$ cat config.mk
export PLATFORM = sky130hd
export DESIGN_NAME = mouse_core
export DESIGN_NICKNAME = d
export VERILOG_FILES = /design/src/rtl/mouse_isa_pkg.sv /design/src/rtl/mouse_core_pkg.sv /design/src/rtl/mouse_exe_if.sv /design/src/rtl/mouse_core.sv /design/src/rtl/mouse_sequencer.sv /design/src/rtl/mouse_pc_unit.sv /design/src/rtl/mouse_alu.sv
export SDC_FILE = /design/constraint.sdc
export NUM_CORES = 1
export LEC_CHECK = 0
export ABC_CLOCK_PERIOD_IN_PS = 16149
export BUFFER_PORTS_ARGS = -buffer_cell sky130_fd_sc_hd__buf_4
export CAP_MARGIN = 20
export CORE_UTILIZATION = 49
export CTS_BUF_LIST = sky130_fd_sc_hd__clkbuf_4 sky130_fd_sc_hd__clkbuf_8 sky130_fd_sc_hd__clkbuf_16
export CTS_CLUSTER_SIZE = 14
export DETAILED_ROUTE_END_ITERATION = 7
export MAX_ROUTING_LAYER = met4
export PLACE_DENSITY_LB_ADDON = 0.12
export SYNTH_ARGS = -nofsm -noshare
export SYNTH_HDL_FRONTEND = slang
export SYNTH_SLANG_ARGS = --single-unit
export TNS_END_PERCENT = 50
$ cat constraint.sdc
create_clock -name clk -period 16.15 [get_ports clk]
set_clock_uncertainty 0.1 [all_clocks]
set_input_delay 1.615 -clock clk [delete_from_list [all_inputs] [get_ports clk]]
set_output_delay 1.615 -clock clk [all_outputs]
set_load 0.02 [all_outputs]
$ cat src/rtl/mouse_isa_pkg.sv
// RV32I subset definitions: word types, major opcodes and funct3 codes
`default_nettype none

package mouse_isa_pkg;

  localparam int unsigned xlen = 32;  // word width

  typedef logic [xlen-1:0] word_t;     // data or address word
  typedef logic [4:0]      reg_idx_t;  // gpr index
  typedef logic [2:0]      fn3_t;      // funct3 field

  //////////////////////////////////////////////////////////////////////
  // major opcodes, instruction bits [6:2]
  //////////////////////////////////////////////////////////////////////

  typedef enum logic [4:0] {
    LOAD   = 5'b00_000,
    OP_IMM = 5'b00_100,
    AUIPC  = 5'b00_101,
    STORE  = 5'b01_000,
    OP     = 5'b01_100,
    LUI    = 5'b01_101,
    BRANCH = 5'b11_000,
    JALR   = 5'b11_001,
    JAL    = 5'b11_011
  } opcode_t;

  // alu funct3, R and I type
  localparam fn3_t ADD  = 3'b000;  // funct7[5] selects sub
  localparam fn3_t SLT  = 3'b010;
  localparam fn3_t SLTU = 3'b011;
  localparam fn3_t XOR  = 3'b100;
  localparam fn3_t OR   = 3'b110;
  localparam fn3_t AND  = 3'b111;

  // branch conditions
  localparam fn3_t BEQ  = 3'b000;
  localparam fn3_t BNE  = 3'b001;
  localparam fn3_t BLT  = 3'b100;  // signed
  localparam fn3_t BGE  = 3'b101;  // signed
  localparam fn3_t BLTU = 3'b110;
  localparam fn3_t BGEU = 3'b111;

  // word access only
  localparam fn3_t LW   = 3'b010;
  localparam fn3_t SW   = 3'b010;

endpackage

`default_nettype wire
$ cat src/rtl/mouse_core_pkg.sv
// mouse core microarchitecture: phase encoding, pc update kinds, default map
`default_nettype none

package mouse_core_pkg;

  // instruction phases, gpr access phases share bit 2
  typedef enum logic [2:0] {
    IF  = 3'b000,  // instruction fetch
    MLD = 3'b001,  // memory load
    MST = 3'b010,  // memory store
    EXE = 3'b011,  // branch decision, bus idle
    WB  = 3'b100,  // gpr write-back
    RS1 = 3'b101,  // gpr rs1 read
    RS2 = 3'b110   // gpr rs2 read
  } phase_t;

  // how the pc moves at the end of an instruction
  typedef enum logic [1:0] {
    STEP   = 2'd0,  // pc + 4
    JAL    = 2'd1,  // pc + imm
    JALR   = 2'd2,  // rs1 + imm, lsb cleared
    BRANCH = 2'd3   // pc + imm if taken
  } pc_kind_t;

  // default memory map
  localparam mouse_isa_pkg::word_t default_reset_pc = 32'h8000_0000;
  localparam mouse_isa_pkg::word_t default_gpr_base = 32'h803f_ff80;  // x[n] at base + 4n

endpackage

`default_nettype wire

$ cat src/rtl/mouse_exe_if.sv
// operand and result bundle between the sequencer, the alu and the pc unit
`timescale 1ns/1ns
`default_nettype none

interface mouse_exe_if;

  // operands from the sequencer
  mouse_isa_pkg::word_t     opa;   // rs1 or pc
  mouse_isa_pkg::word_t     opb;   // rs2 or immediate
  mouse_isa_pkg::fn3_t      fn3;   // alu op or branch condition
  logic                     alt;   // sub request
  mouse_core_pkg::pc_kind_t kind;  // next pc selection
  mouse_isa_pkg::word_t     off;   // jump/branch offset
  logic                     adv;   // retire strobe

  // results
  mouse_isa_pkg::word_t     res;   // alu result
  mouse_isa_pkg::word_t     pc;    // current pc
  mouse_isa_pkg::word_t     lnk;   // pc + 4

  modport sequencer (output opa, opb, fn3, alt, kind, off, adv,
                     input  res, pc, lnk);

  modport alu (input  opa, opb, fn3, alt,
               output res);

  // pc unit side
  modport pcu (input  opa, opb, fn3, kind, off, adv,
               output pc, lnk);

endinterface

`default_nettype wire

$ cat src/rtl/mouse_core.sv
// mouse core top: multi-cycle RV32I subset on one shared valid/ready bus
`timescale 1ns/1ns
`default_nettype none

module mouse_core #(
  parameter mouse_isa_pkg::word_t RESET_PC = mouse_core_pkg::default_reset_pc,
  parameter mouse_isa_pkg::word_t GPR_BASE = mouse_core_pkg::default_gpr_base
)(
  input  logic                 clk,
  input  logic                 rst,
  // shared bus, fetch, gpr and load/store
  output logic                 bus_vld,
  output logic                 bus_wen,
  output mouse_isa_pkg::word_t bus_adr,
  output mouse_isa_pkg::word_t bus_wdt,
  input  mouse_isa_pkg::word_t bus_rdt,
  input  logic                 bus_rdy
);

  mouse_exe_if exe ();  // operand/result bundle

  mouse_sequencer #(
    .GPR_BASE (GPR_BASE)
  ) u_seq (
    .clk     (clk),
    .rst     (rst),
    .bus_vld (bus_vld),
    .bus_wen (bus_wen),
    .bus_adr (bus_adr),
    .bus_wdt (bus_wdt),
    .bus_rdt (bus_rdt),
    .bus_rdy (bus_rdy),
    .exe     (exe.sequencer)
  );

  mouse_alu u_alu (
    .exe (exe.alu)
  );

  mouse_pc_unit #(
    .RESET_PC (RESET_PC)
  ) u_pc (
    .clk (clk),
    .rst (rst),
    .exe (exe.pcu)
  );

endmodule

`default_nettype wire

$ cat src/rtl/mouse_sequencer.sv
// mouse sequencer: phase FSM, decoder, operand buffers and shared bus driver
`timescale 1ns/1ns
`default_nettype none

module mouse_sequencer #(
  parameter mouse_isa_pkg::word_t GPR_BASE = mouse_core_pkg::default_gpr_base
)(
  input  logic                 clk,
  input  logic                 rst,
  output logic                 bus_vld,
  output logic                 bus_wen,
  output mouse_isa_pkg::word_t bus_adr,
  output mouse_isa_pkg::word_t bus_wdt,
  input  mouse_isa_pkg::word_t bus_rdt,
  input  logic                 bus_rdy,
  mouse_exe_if.sequencer       exe
);

  // phase control
  mouse_core_pkg::phase_t   ph;       // phase register
  mouse_core_pkg::phase_t   pha;      // effective phase
  mouse_core_pkg::phase_t   nxt;
  mouse_core_pkg::phase_t   lst;      // phase that ended last
  logic                     vld_en;   // bus enabled after reset
  logic                     rdt_ok;   // last step was a real read
  logic                     act;      // phase needs a transfer
  logic                     step;     // phase ends this cycle
  logic                     last;     // final phase of the instruction

  // buffers and their bypass muxes
  mouse_isa_pkg::word_t     ins_buf;
  mouse_isa_pkg::word_t     buf_rs1;
  mouse_isa_pkg::word_t     buf_rs2;
  mouse_isa_pkg::word_t     ins;
  mouse_isa_pkg::word_t     dat;      // read data, zero for x0
  mouse_isa_pkg::word_t     rs1_val;
  mouse_isa_pkg::word_t     rs2_val;

  // decode
  mouse_isa_pkg::opcode_t   opc;
  mouse_isa_pkg::reg_idx_t  rd;
  mouse_isa_pkg::reg_idx_t  rs1;
  mouse_isa_pkg::reg_idx_t  rs2;
  mouse_isa_pkg::fn3_t      dec_fn3;
  mouse_isa_pkg::word_t     imi;
  mouse_isa_pkg::word_t     ims;
  mouse_isa_pkg::word_t     imb;
  mouse_isa_pkg::word_t     imu;
  mouse_isa_pkg::word_t     imj;

  // register n lives at GPR_BASE + 4n
  function automatic mouse_isa_pkg::word_t gpr_adr(mouse_isa_pkg::reg_idx_t idx);
    return {GPR_BASE[31:7], idx, 2'b00};
  endfunction

  ////////////////////////////////////////////////////////////////////////
  // decoder
  ////////////////////////////////////////////////////////////////////////

  // right after fetch the instruction is still on the bus
  assign ins     = (lst == mouse_core_pkg::IF) ? bus_rdt : ins_buf;
  assign dat     = rdt_ok ? bus_rdt : '0;
  assign rs1_val = (lst == mouse_core_pkg::RS1) ? dat : buf_rs1;
  assign rs2_val = (lst == mouse_core_pkg::RS2) ? dat : buf_rs2;

  assign opc     = mouse_isa_pkg::opcode_t'(ins[6:2]);
  assign rd      = ins[11:7];
  assign rs1     = ins[19:15];
  assign rs2     = ins[24:20];
  assign dec_fn3 = ins[14:12];

  assign imi = {{21{ins[31]}}, ins[30:20]};
  assign ims = {{21{ins[31]}}, ins[30:25], ins[11:7]};
  assign imb = {{20{ins[31]}}, ins[7], ins[30:25], ins[11:8], 1'b0};
  assign imu = {ins[31:12], 12'd0};
  assign imj = {{12{ins[31]}}, ins[19:12], ins[20], ins[30:21], 1'b0};

  ////////////////////////////////////////////////////////////////////////
  // phase FSM
  ////////////////////////////////////////////////////////////////////////

  // lui, auipc and jal skip the rs1 read
  always_comb begin
    pha = ph;
    if (ph == mouse_core_pkg::RS1 && (opc == mouse_isa_pkg::LUI ||
        opc == mouse_isa_pkg::AUIPC || opc == mouse_isa_pkg::JAL)) begin
      pha = mouse_core_pkg::WB;
    end
  end

  always_comb begin
    act = 1'b1;
    nxt = mouse_core_pkg::IF;  // after wb, mst, exe
    case (pha)
      mouse_core_pkg::IF:  nxt = mouse_core_pkg::RS1;
      mouse_core_pkg::RS1: begin
        act = (rs1 != '0);  // x0 read suppressed
        case (opc)
          mouse_isa_pkg::OP,
          mouse_isa_pkg::BRANCH,
          mouse_isa_pkg::STORE:  nxt = mouse_core_pkg::RS2;
          mouse_isa_pkg::LOAD:   nxt = mouse_core_pkg::MLD;
          mouse_isa_pkg::OP_IMM,
          mouse_isa_pkg::JALR:   nxt = mouse_core_pkg::WB;
          default:               nxt = mouse_core_pkg::EXE;  // unknown, retire as nop
        endcase
      end
      mouse_core_pkg::RS2: begin
        act = (rs2 != '0);
        case (opc)
          mouse_isa_pkg::BRANCH: nxt = mouse_core_pkg::EXE;
          mouse_isa_pkg::STORE:  nxt = mouse_core_pkg::MST;
          default:               nxt = mouse_core_pkg::WB;
        endcase
      end
      mouse_core_pkg::MLD: nxt = mouse_core_pkg::WB;
      mouse_core_pkg::EXE: act = 1'b0;  // one idle cycle
      mouse_core_pkg::WB:  act = (rd != '0);  // x0 write dropped
      default:             act = 1'b1;
    endcase
  end

  assign last    = (pha == mouse_core_pkg::WB) || (pha == mouse_core_pkg::MST) ||
                   (pha == mouse_core_pkg::EXE);
  assign bus_vld = vld_en & act;
  assign step    = act ? (bus_vld & bus_rdy) : 1'b1;
  assign exe.adv = step & last;

  always_ff @(posedge clk or posedge rst) begin
    if (rst) begin
      ph     <= mouse_core_pkg::IF;
      lst    <= mouse_core_pkg::WB;
      rdt_ok <= 1'b0;
      vld_en <= 1'b0;
    end else begin
      vld_en <= 1'b1;
      if (step) begin
        ph     <= nxt;
        lst    <= pha;
        rdt_ok <= act & ~bus_wen;
      end
    end
  end

  // read data is held by memory until the next transfer, capture on step
  always_ff @(posedge clk) begin
    if (step) begin
      if (lst == mouse_core_pkg::IF)  ins_buf <= bus_rdt;
      if (lst == mouse_core_pkg::RS1) buf_rs1 <= dat;
      if (lst == mouse_core_pkg::RS2) buf_rs2 <= dat;
    end
  end

  ////////////////////////////////////////////////////////////////////////
  // operands to alu and pc unit
  ////////////////////////////////////////////////////////////////////////

  always_comb begin
    exe.opa  = rs1_val;
    exe.opb  = rs2_val;
    exe.fn3  = mouse_isa_pkg::ADD;  // plain add for addresses
    exe.alt  = 1'b0;
    exe.kind = mouse_core_pkg::STEP;
    exe.off  = imi;
    case (opc)
      mouse_isa_pkg::AUIPC: begin
        exe.opa = exe.pc;
        exe.opb = imu;
      end
      mouse_isa_pkg::JAL: begin
        exe.kind = mouse_core_pkg::JAL;
        exe.off  = imj;
      end
      mouse_isa_pkg::JALR:   exe.kind = mouse_core_pkg::JALR;
      mouse_isa_pkg::BRANCH: begin
        exe.fn3  = dec_fn3;  // branch condition
        exe.kind = mouse_core_pkg::BRANCH;
        exe.off  = imb;
      end
      mouse_isa_pkg::LOAD:   exe.opb = imi;
      mouse_isa_pkg::STORE:  exe.opb = ims;
      mouse_isa_pkg::OP_IMM: begin
        exe.opb = imi;
        exe.fn3 = dec_fn3;
      end
      mouse_isa_pkg::OP: begin
        exe.fn3 = dec_fn3;
        exe.alt = ins[30];  // funct7[5], sub
      end
      default: exe.alt = 1'b0;  // lui uses no operands
    endcase
  end

  ////////////////////////////////////////////////////////////////////////
  // bus driver
  ////////////////////////////////////////////////////////////////////////

  always_comb begin
    bus_wen = 1'b0;
    bus_adr = gpr_adr(rd);
    bus_wdt = '0;
    case (pha)
      mouse_core_pkg::IF:  bus_adr = exe.pc;
      mouse_core_pkg::RS1: bus_adr = gpr_adr(rs1);
      mouse_core_pkg::RS2: bus_adr = gpr_adr(rs2);
      mouse_core_pkg::MLD: bus_adr = exe.res;  // rs1 + imm
      mouse_core_pkg::MST: begin
        bus_wen = 1'b1;
        bus_adr = exe.res;
        bus_wdt = rs2_val;
      end
      mouse_core_pkg::WB: begin
        bus_wen = 1'b1;
        case (opc)
          mouse_isa_pkg::LUI:  bus_wdt = imu;
          mouse_isa_pkg::JAL,
          mouse_isa_pkg::JALR: bus_wdt = exe.lnk;
          mouse_isa_pkg::LOAD: bus_wdt = dat;
          default:             bus_wdt = exe.res;  // op, op-imm, auipc
        endcase
      end
      default: bus_wen = 1'b0;  // exe, bus idle
    endcase
  end

endmodule

`default_nettype wire

$ cat src/rtl/mouse_pc_unit.sv
// mouse pc unit: program counter, branch decision, next pc and link value
`timescale 1ns/1ns
`default_nettype none

module mouse_pc_unit #(
  parameter mouse_isa_pkg::word_t RESET_PC = mouse_core_pkg::default_reset_pc
)(
  input  logic     clk,
  input  logic     rst,
  mouse_exe_if.pcu exe
);

  mouse_isa_pkg::word_t pc_r;    // pc register
  mouse_isa_pkg::word_t pc_inc;  // pc + 4
  mouse_isa_pkg::word_t pc_tgt;  // pc + offset
  mouse_isa_pkg::word_t jr_tgt;  // rs1 + offset
  mouse_isa_pkg::word_t pc_nxt;
  logic                 eq;
  logic                 lt;
  logic                 ltu;
  logic                 tkn;     // branch taken

  assign pc_inc = pc_r + 32'd4;
  assign pc_tgt = pc_r + exe.off;
  assign jr_tgt = exe.opa + exe.off;

  // branch compare, rs1 vs rs2
  assign eq  = (exe.opa == exe.opb);
  assign lt  = ($signed(exe.opa) < $signed(exe.opb));
  assign ltu = (exe.opa < exe.opb);

  always_comb begin
    case (exe.fn3)
      mouse_isa_pkg::BEQ:  tkn = eq;
      mouse_isa_pkg::BNE:  tkn = ~eq;
      mouse_isa_pkg::BLT:  tkn = lt;
      mouse_isa_pkg::BGE:  tkn = ~lt;
      mouse_isa_pkg::BLTU: tkn = ltu;
      mouse_isa_pkg::BGEU: tkn = ~ltu;
      default:             tkn = 1'b0;  // reserved codes fall through
    endcase
  end

  always_comb begin
    case (exe.kind)
      mouse_core_pkg::JAL:    pc_nxt = pc_tgt;
      mouse_core_pkg::JALR:   pc_nxt = {jr_tgt[31:1], 1'b0};
      mouse_core_pkg::BRANCH: pc_nxt = tkn ? pc_tgt : pc_inc;
      default:                pc_nxt = pc_inc;
    endcase
  end

  always_ff @(posedge clk or posedge rst) begin
    if (rst) begin
      pc_r <= RESET_PC;
    end else if (exe.adv) begin  // instruction retires
      pc_r <= pc_nxt;
    end
  end

  assign exe.pc  = pc_r;
  assign exe.lnk = pc_inc;

endmodule

`default_nettype wire

$ cat src/rtl/mouse_alu.sv
// mouse alu: shared 33-bit adder for add/sub/compare/address plus logic ops
`timescale 1ns/1ns
`default_nettype none

module mouse_alu (
  mouse_exe_if.alu exe
);

  localparam int unsigned xlen = mouse_isa_pkg::xlen;

  logic                 sub;      // subtract, also for compares
  logic                 uns;      // zero extension for sltu
  logic [xlen:0]        add_a;
  logic [xlen:0]        add_b;
  logic [xlen:0]        add_sum;  // bit xlen carries the sign
  mouse_isa_pkg::word_t log_val;

  //////////////////////////////////////////////////////////////////////
  // adder
  //////////////////////////////////////////////////////////////////////

  assign uns = (exe.fn3 == mouse_isa_pkg::SLTU);
  assign sub = exe.alt | uns | (exe.fn3 == mouse_isa_pkg::SLT);

  assign add_a   = {exe.opa[xlen-1] & ~uns, exe.opa};  // sign or zero ext
  assign add_b   = {exe.opb[xlen-1] & ~uns, exe.opb} ^ {(xlen+1){sub}};
  assign add_sum = add_a + add_b + (xlen+1)'(sub);     // two's complement when sub

  // logic unit
  always_comb begin
    case (exe.fn3)
      mouse_isa_pkg::XOR: log_val = exe.opa ^ exe.opb;
      mouse_isa_pkg::OR:  log_val = exe.opa | exe.opb;
      default:            log_val = exe.opa & exe.opb;
    endcase
  end

  // result select
  always_comb begin
    case (exe.fn3)
      mouse_isa_pkg::SLT,
      mouse_isa_pkg::SLTU: exe.res = mouse_isa_pkg::word_t'(add_sum[xlen]);  // borrow/sign
      mouse_isa_pkg::XOR,
      mouse_isa_pkg::OR,
      mouse_isa_pkg::AND:  exe.res = log_val;
      default:             exe.res = add_sum[xlen-1:0];  // add, sub, addresses
    endcase
  end

endmodule

`default_nettype wire

==> results by group, run 1 <==
Outcome
  – Status: complete, no violations

Worst setup path
  – Worst reg2reg startpoint: u_seq.lst[0]
  – Crit path cell chain: or3_2 > buf_4 > mux2i_1 > inv_1 > a221oi_1 > nor2_4 > buf_4 > xor2_1 > inv_1 > fa_1 > nor2b_1 > o21ai_0 > a21boi_0 > o21bai_1 > a21oi_1 > o21ai_0 > nand3_1 > nand4_1 > a21oi_1 > a221o_1 > mux2i_1 > o31ai_1 > o21ai_0 > buf_4
  – CP Capture Type: primary output
  – Critical Path Start Type: flop
  – Top cell family by delay on the critical path: compound AO/OA/AOI/OAI gates
  – CP bufs+invs: 5
  – Max incr delay on CP: 810 ps
  – RR Endpoint: u_pc.exe.pc[26]
  – Worst Setup SP: u_seq.lst[2]
  – R2r worst-path depth: 20
  – R2r setup slk: about 7800 ps
  – CP Data Arrival Time: 8220 ps
  – Worst Path Required: 14430 ps
  – Crit path max fanout: 36
  – CP max-delay cell: mux2i_1
  – Kind of critical path: flop to primary output

Global routing
  – Vias in the first global route: 17681
  – GR Util met1: 60.2%
  – Largest net degree at the start of global routing: 65
  – Global-route wire length before repair: 120000 um
  – GRT busiest layer: met2
  – Met2 Use GR: just under 70%
  – Initial antenna violation count: 4
  – GRT Total Usage: 47.1%
  – Global route overflow: 0
  – Met3 global-route usage: 13.9%

Synth
  – Mapped Nets: 2538
  – Complex-gate fraction of the synthesized area: 28.4%
  – Synthesized area: 0.0174 mm^2
  – Cells after synthesis: 2307
  – Adder-Cell Fraction of Synth Area: roughly 14%
  – Xor/xnor cell area share of the yosys netlist: 6.98%
  – Multiplexer share of the synthesized area: 2.91%
  – Largest family of logic cells by synthesized area: compound AO/OA/AOI/OAI gates
  – Post-synth EDFFs: 94
  – Asr flop ratio synth: 29.9%
  – Sequential element share of the synthesized area: between 20% and 30%
  – Main synth FF type: edfxtp_1
  – Yosys cell types: 84
  – Simple-gate share of the synthesized area: 19.2%
  – Synthesized flop and latch total: 134
  – Mean Syn Cell Area: 7.56 um^2
  – Yosys warning count: 0

Clock tree
  – Hold Buf Count CTS: 0
  – Clk sinks: 134
  – Cts bufs inserted: 17
  – TritonCTS clock tree: done
  – Worst-path clk slew: roughly 60 ps
  – Post-CTS sizing: 0
  – Root buffer cell: clkbuf_16
  – Clock tree buffer depth: 2
  – Post-CTS setup buffer count: 0
  – Clk_lat worst skew: 460 ps
  – CTS HTree Levels: 4

STA
  – Fin crit share: 61.5%
  – Final Critical Period: 9940 ps
  – Min Hold Slack: 472 ps
  – Final Hold Vio Count: 0
  – Final setup violation count: 0
  – Slew headroom: 26.4%
  – Final setup margin: 6210 ps
  – RSZ-0062 raised after global routing: no
  – Fmax: 101 MHz
  – Setup_tns: 0 ps
  – Max-slew violations: 0
  – Worst Tran Pin Value: approximately 1100 ps

Die
  – Total core area: 0.0348 mm^2
  – Die height: 191 um
  – Io pins: 101
  – Row count: a little under 70
  – DIE WIDTH: between 150 and 200 um
  – Starting density of the core: 50.1%
  – DIE AREA: ~0.036 mm^2

Route
  – DR WL/cell: 29.6 um
  – Antenna Violating Nets Remaining: 0
  – DR iter-0 viols: 2641
  – Vias post-DR: 19399
  – Number of remaining DRC errors: 0
  – Pre-antenna DRT Iters: 6
  – Final wirelength: 83500 um
  – Routed vias/inst: 6.88

Hold path
  – Worst min path class: flop to flop
  – Worst Hold End: u_seq.buf_rs2[13]
  – Hold Startpoint: u_seq.buf_rs2[13]
  – Hold path cells: 2

Finish
  – Nets: 2580
  – FILL cells: 3370
  – Share of cells above drive strength 1: between 10 and 15%
  – Area growth syn-to-layout: 11.2%
  – Non-Filler Instances: 2820

Flow run
  – Max_cap viols: 0

Place
  – Global placement routability congestion: 1.03
  – Placed instance count: between 2000 and 3000
  – DP Worst Slack: roughly 6700 ps
  – Port Buffers: 100
  – Post-DP HPWL: approximately 62000 um
## layout by cell type, fill, tap and decap left out, drive strengths merged, types with 9 or more instances in the layout
| cell type | synthesis | layout |
|---|---|---|
| and3 | 24 | 24 |
| nand2b | 27 | 27 |
| nor2 | 258 | 258 |
| nand4 | 19 | 19 |
| a221oi | 23 | 23 |
| nor3 | 25 | 25 |
| o32ai | 9 | 9 |
| nor4 | 11 | 11 |
| nand3b | 9 | 9 |
| a211oi | 22 | 22 |
| a31oi | 23 | 23 |
| o21bai | 18 | 18 |
| mux2i | 39 | 39 |
| a221o | 16 | 16 |
| clkbuf | 115 | 20 |
| xnor2 | 68 | 68 |
| buf | 18 | 156 |
| a22oi | 18 | 18 |
| or3 | 11 | 11 |
| nor2b | 20 | 20 |
| o22ai | 76 | 76 |
| dfrtp | 38 | 38 |
| edfxtp | 94 | 94 |
| xor2 | 71 | 71 |
| o221ai | 26 | 26 |
| o21ai | 174 | 174 |
| a21o | 57 | 57 |
| o21a | 17 | 17 |
| a21oi | 196 | 196 |
| nor3b | 11 | 11 |
| ha | 193 | 193 |
| o211ai | 20 | 20 |
| nand3 | 44 | 44 |
| inv | 159 | 161 |
| nand2 | 238 | 238 |
| and2 | 13 | 13 |
| a22o | 15 | 15 |
| mux2 | 9 | 9 |
## cell usage after synthesis, types with 21 or more instances
cell	count	area share [%]
nor2_1	258	5.6
mux2i_1	37	2.1
inv_1	159	3.4
dfrtp_1	38	5.5
ha_1	193	14
xnor2_1	68	3.4
nand2b_1	27	0.97
edfxtp_1	94	16
nor3_1	25	0.72
o221ai_1	26	1.3
nand2_1	238	5.1
o21ai_0	168	4.8
a21o_1	57	2.5
clkbuf_1	115	2.5
nand3_1	44	1.3
a21oi_1	196	5.6
o22ai_1	75	2.7
a31oi_1	23	0.83
a211oi_1	21	0.90
xor2_1	71	3.6
and3_1	23	0.83
## registers in the layout, summed over array words and instances (netlist names)
register,flops
u_pc.exe.pc,32
u_seq.lst,3
u_seq.rdt_ok,1
u_seq.ins_buf,30
u_seq.vld_en,1
u_seq.buf_rs1,32
u_seq.buf_rs2,32
u_seq.ph,3
## kinds of logic (layout without fill, tap and decap cells)
kind of cell / after synthesis / after routing
AOI/OAI and AO/OA: 762 / 762
and+or+nand+nor: 734 / 734
buffers and inverters: 293 / 348
adders and majority gates: 196 / 196
xor gates and xnor gates: 139 / 139
DFF: 134 / 134
muxes: 48 / 48
other: 1 / 4
## routing by layer
metal	vias to the layer above	wire [um]
met2	1464	34800
met3	259	11500
li1	8457	-
met1	9219	33000
met4	0	4240
met5	-	0
## area by class of cell
cell class | instances | area, um^2 | share of cell area [%]
Clock inverter | 12 | 223 | 1.15
Antenna cell | 3 | 7.51 | 0.0387
Clock buffer | 20 | 454 | 2.34
Inverter | 160 | 601 | 3.10
Multi-Input combinational cell | 1880 | 12500 | 64.7
Timing Repair Buffer | 156 | 1170 | 6.04
Sequential cell | 134 | 3830 | 19.7
Tap cell | 455 | 569 | 2.94
## worst reg2reg max path: cells and delay by family (launching register included)
kind / cells / cell delay (ps)
muxes: 1 / 460
adders and majority gates: 1 / 340
DFF: 1 / 420
buffers and inverters: 2 / 830
and+or+nand+nor: 10 / 3690
AOI/OAI and AO/OA: 6 / 2340
## worst max path at each step
stage | to | slack, ps | cells past startpoint
floorplan | bus_wdt[0] | 8140 | 23
detailed placement | bus_wdt[0] | 6660 | 23
finish | bus_wdt[0] | 6210 | 24
global route | bus_wdt[0] | 6000 | 24
CTS | bus_wdt[0] | 6530 | 24
global placement | bus_adr[31] | 6800 | 23
## per-stage QoR
step	cell area [um^2]	utilization [%]
detailed placement	18700	53.8
floorplan	17400	-
global route	19400	55.7
CTS	19400	55.7
finish	19400	55.7
global placement	18700	53.8
Power of run 1 is left out: the tool's default activity adds up to more than one toggle a clock period on the data nets, which glitch-free logic cannot reach.
==> run 2, diff against run 1 <==
--- a/config.mk
+++ b/config.mk
@@ -5,7 +5,7 @@
 export SDC_FILE = /design/constraint.sdc
 export NUM_CORES = 1
 export LEC_CHECK = 0
-export ABC_CLOCK_PERIOD_IN_PS = 16149
+export ABC_CLOCK_PERIOD_IN_PS = 9800
 export BUFFER_PORTS_ARGS = -buffer_cell sky130_fd_sc_hd__buf_4
 export CAP_MARGIN = 20
 export CORE_UTILIZATION = 49
==> constraint.sdc (replaced) <==
create_clock -name clk -period 9.8 [get_ports clk]
set_clock_uncertainty 0.1 [all_clocks]
set_input_delay 0.98 -clock clk [delete_from_list [all_inputs] [get_ports clk]]
set_output_delay 0.98 -clock clk [all_outputs]
set_load 0.02 [all_outputs]
==> run 2 against run 1 <==
Global-route usage down 0.28 points. Non-clock buffer count up 4. Die area unchanged. Sequential share of layout area up 0.097 points. First-iteration DRC count up 21%. Worst hold slack worse by 5.4 ps. Final area down 0.49%. Routed wire length up 0.15%. Cell count about the same. Critical path depth unchanged. Critical endpoint is now bus_adr[31]. Largest cell class unchanged.
==> results by group, run 2 (synthesis gave the netlist of run 1 again) <==
Route
  – Antenna Violating Nets Remaining: 0
  – DR WL/cell: ~30 um
  – Vias post-DR: 19553
  – Pre-antenna DRT Iters: 7
  – Final wirelength: about 84000 um
  – Routed vias/inst: roughly 7
  – Number of remaining DRC errors: 0
  – DR iter-0 viols: about 3200

Outcome
  – Status: complete, no violations

Clock tree
  – Worst-path clk slew: approximately 60 ps
  – Post-CTS sizing: 0
  – Root buffer cell: clkbuf_16
  – CTS HTree Levels: 4
  – Post-CTS setup buffer count: 0
  – TritonCTS clock tree: done
  – Hold Buf Count CTS: 0
  – Clk_lat worst skew: 470 ps
  – Clk sinks: about 130
  – Clock tree buffer depth: 2
  – Cts bufs inserted: 17

Global routing
  – Met3 global-route usage: 10.1%
  – GRT busiest layer: met2
  – Initial antenna violation count: 3
  – Met2 Use GR: 66.3%
  – GR Util met1: 62.8%
  – GRT Total Usage: about 47%
  – Vias in the first global route: approximately 18000
  – Global-route wire length before repair: 119000 um
  – Global route overflow: 0
  – Largest net degree at the start of global routing: 67

STA
  – Final Critical Period: 8680 ps
  – Fin crit share: roughly nine tenths
  – Final setup violation count: 0
  – Slew headroom: 19.3%
  – Max-slew violations: 0
  – Final Hold Vio Count: 0
  – Fmax: 115 MHz
  – Worst Tran Pin Value: 1210 ps
  – RSZ-0062 raised after global routing: no
  – Setup_tns: 0 ps

Die
  – DIE WIDTH: 191 um
  – Die height: 191 um
  – DIE AREA: around 0.036 mm^2
  – Starting density of the core: 50.1%
  – Io pins: 101
  – Row count: 68
  – Total core area: 0.0348 mm^2

Finish
  – Share of cells above drive strength 1: 10.1%
  – Commonest non-fill, non-tap cell in the layout: nor2_1
  – # diodes: 0
  – Multi-input gate area: 0.0125 mm^2
  – FILL cells: around 3400
  – Area growth syn-to-layout: 10.6%
  – Nets: 2584
  – Commonest non-fill, non-tap cells in the layout: nor2_1 (256), nand2_1 (236), a21oi_1 (196)
  – Seq. cell area: 0.00383 mm^2

Place
  – Port Buffers: 100
  – Global placement routability congestion: 1.08
  – Post-DP HPWL: around 63000 um

Worst setup path
  – CP Capture Type: primary output
  – CP Data Arrival Time: 7600 ps
  – Worst Setup SP: u_seq.lst[0]
  – Kind of critical path: flop to primary output
  – Worst Path Required: 8720 ps
  – Critical Path Start Type: flop
  – Crit path max fanout: 27
  – Worst reg2reg startpoint: u_seq.lst[0]

Hold path
  – Hold Startpoint: u_seq.buf_rs2[14]
  – Worst min path class: flop to flop

Flow run
  – Max_cap viols: 0
-- run 2: changes by cell type in the layout (fill, tap and decap cells not counted), moves of 2 or more --
cell | before | now
bufinv_16 | 6 | 1
clkinvlp_4 | 1 | 5
diode_2 | 3 | 0
inv_6 | 2 | 4
buf_4 | 156 | 159
-- run 2: worst max-delay path: stages (launching register included) --
cell and delay [ps]:
dfrtp_1 420, nor3_2 770, buf_4 310, mux2i_1 700
inv_1 110, buf_4 300, o21ai_1 150, buf_4 320
o221ai_1 280, xor2_1 210, ha_1 440, a21o_1 220
a21o_1 170, a21o_1 180, a21o_1 180, a21oi_1 160
o21ai_0 160, a41oi_1 550, o211ai_1 230, a211o_1 300
a21oi_1 130, o21a_1 230, a21oi_1 70, o21bai_1 320
buf_4 200
-- run 2: final cells by class --
class                   instances  area share, %
clock buffers                  18           2.24
clock inverters                14          0.642
inverters                     160           3.11
multi-input cells            1880           65.0
flip-flops and latches        134           19.8
well taps                     455           2.95
repair buffers                160           6.21
-- run 2: worst paths after layout --
| path | cells after the start | slack, ps | endpoint |
|---|---|---|---|
| max | 24 | 1120 | bus_adr[31] |
| min | 2 | 470 | u_seq.buf_rs2[14] |
| max reg2reg | 23 | 2220 | u_pc.exe.pc[16] |
| min reg2reg | 2 | 470 | u_seq.buf_rs2[14] |
| max in group asynchronous | 3 | 8420 | u_pc.exe.pc[29] |
| min in group asynchronous | 3 | 640 | u_seq.vld_en |
-- run 2: per-stage QoR --
stage | setup WS (ps) | cell area (um^2) | cells | util, % | hold slack, ps
finish | 1120 | 19300 | 2821 | 55.5 | 467
floorplan | 2960 | 17400 | 2307 | - | 382
global route | 855 | 19300 | 2821 | 55.5 | 496
global placement | 2030 | 18700 | 2788 | 53.8 | 440
CTS | 1350 | 19300 | 2821 | 55.5 | 460
detailed placement | 1870 | 18700 | 2789 | 53.9 | 444
-- run 2: per-layer routing --
layer / vias up / share of wire, %
met3: 276 / 14
met2: 1595 / 41
met5: - / 0
li1: 8463 / -
met1: 9219 / 40
met4: 0 / 5.3
Power of run 2 is left out for the same reason.
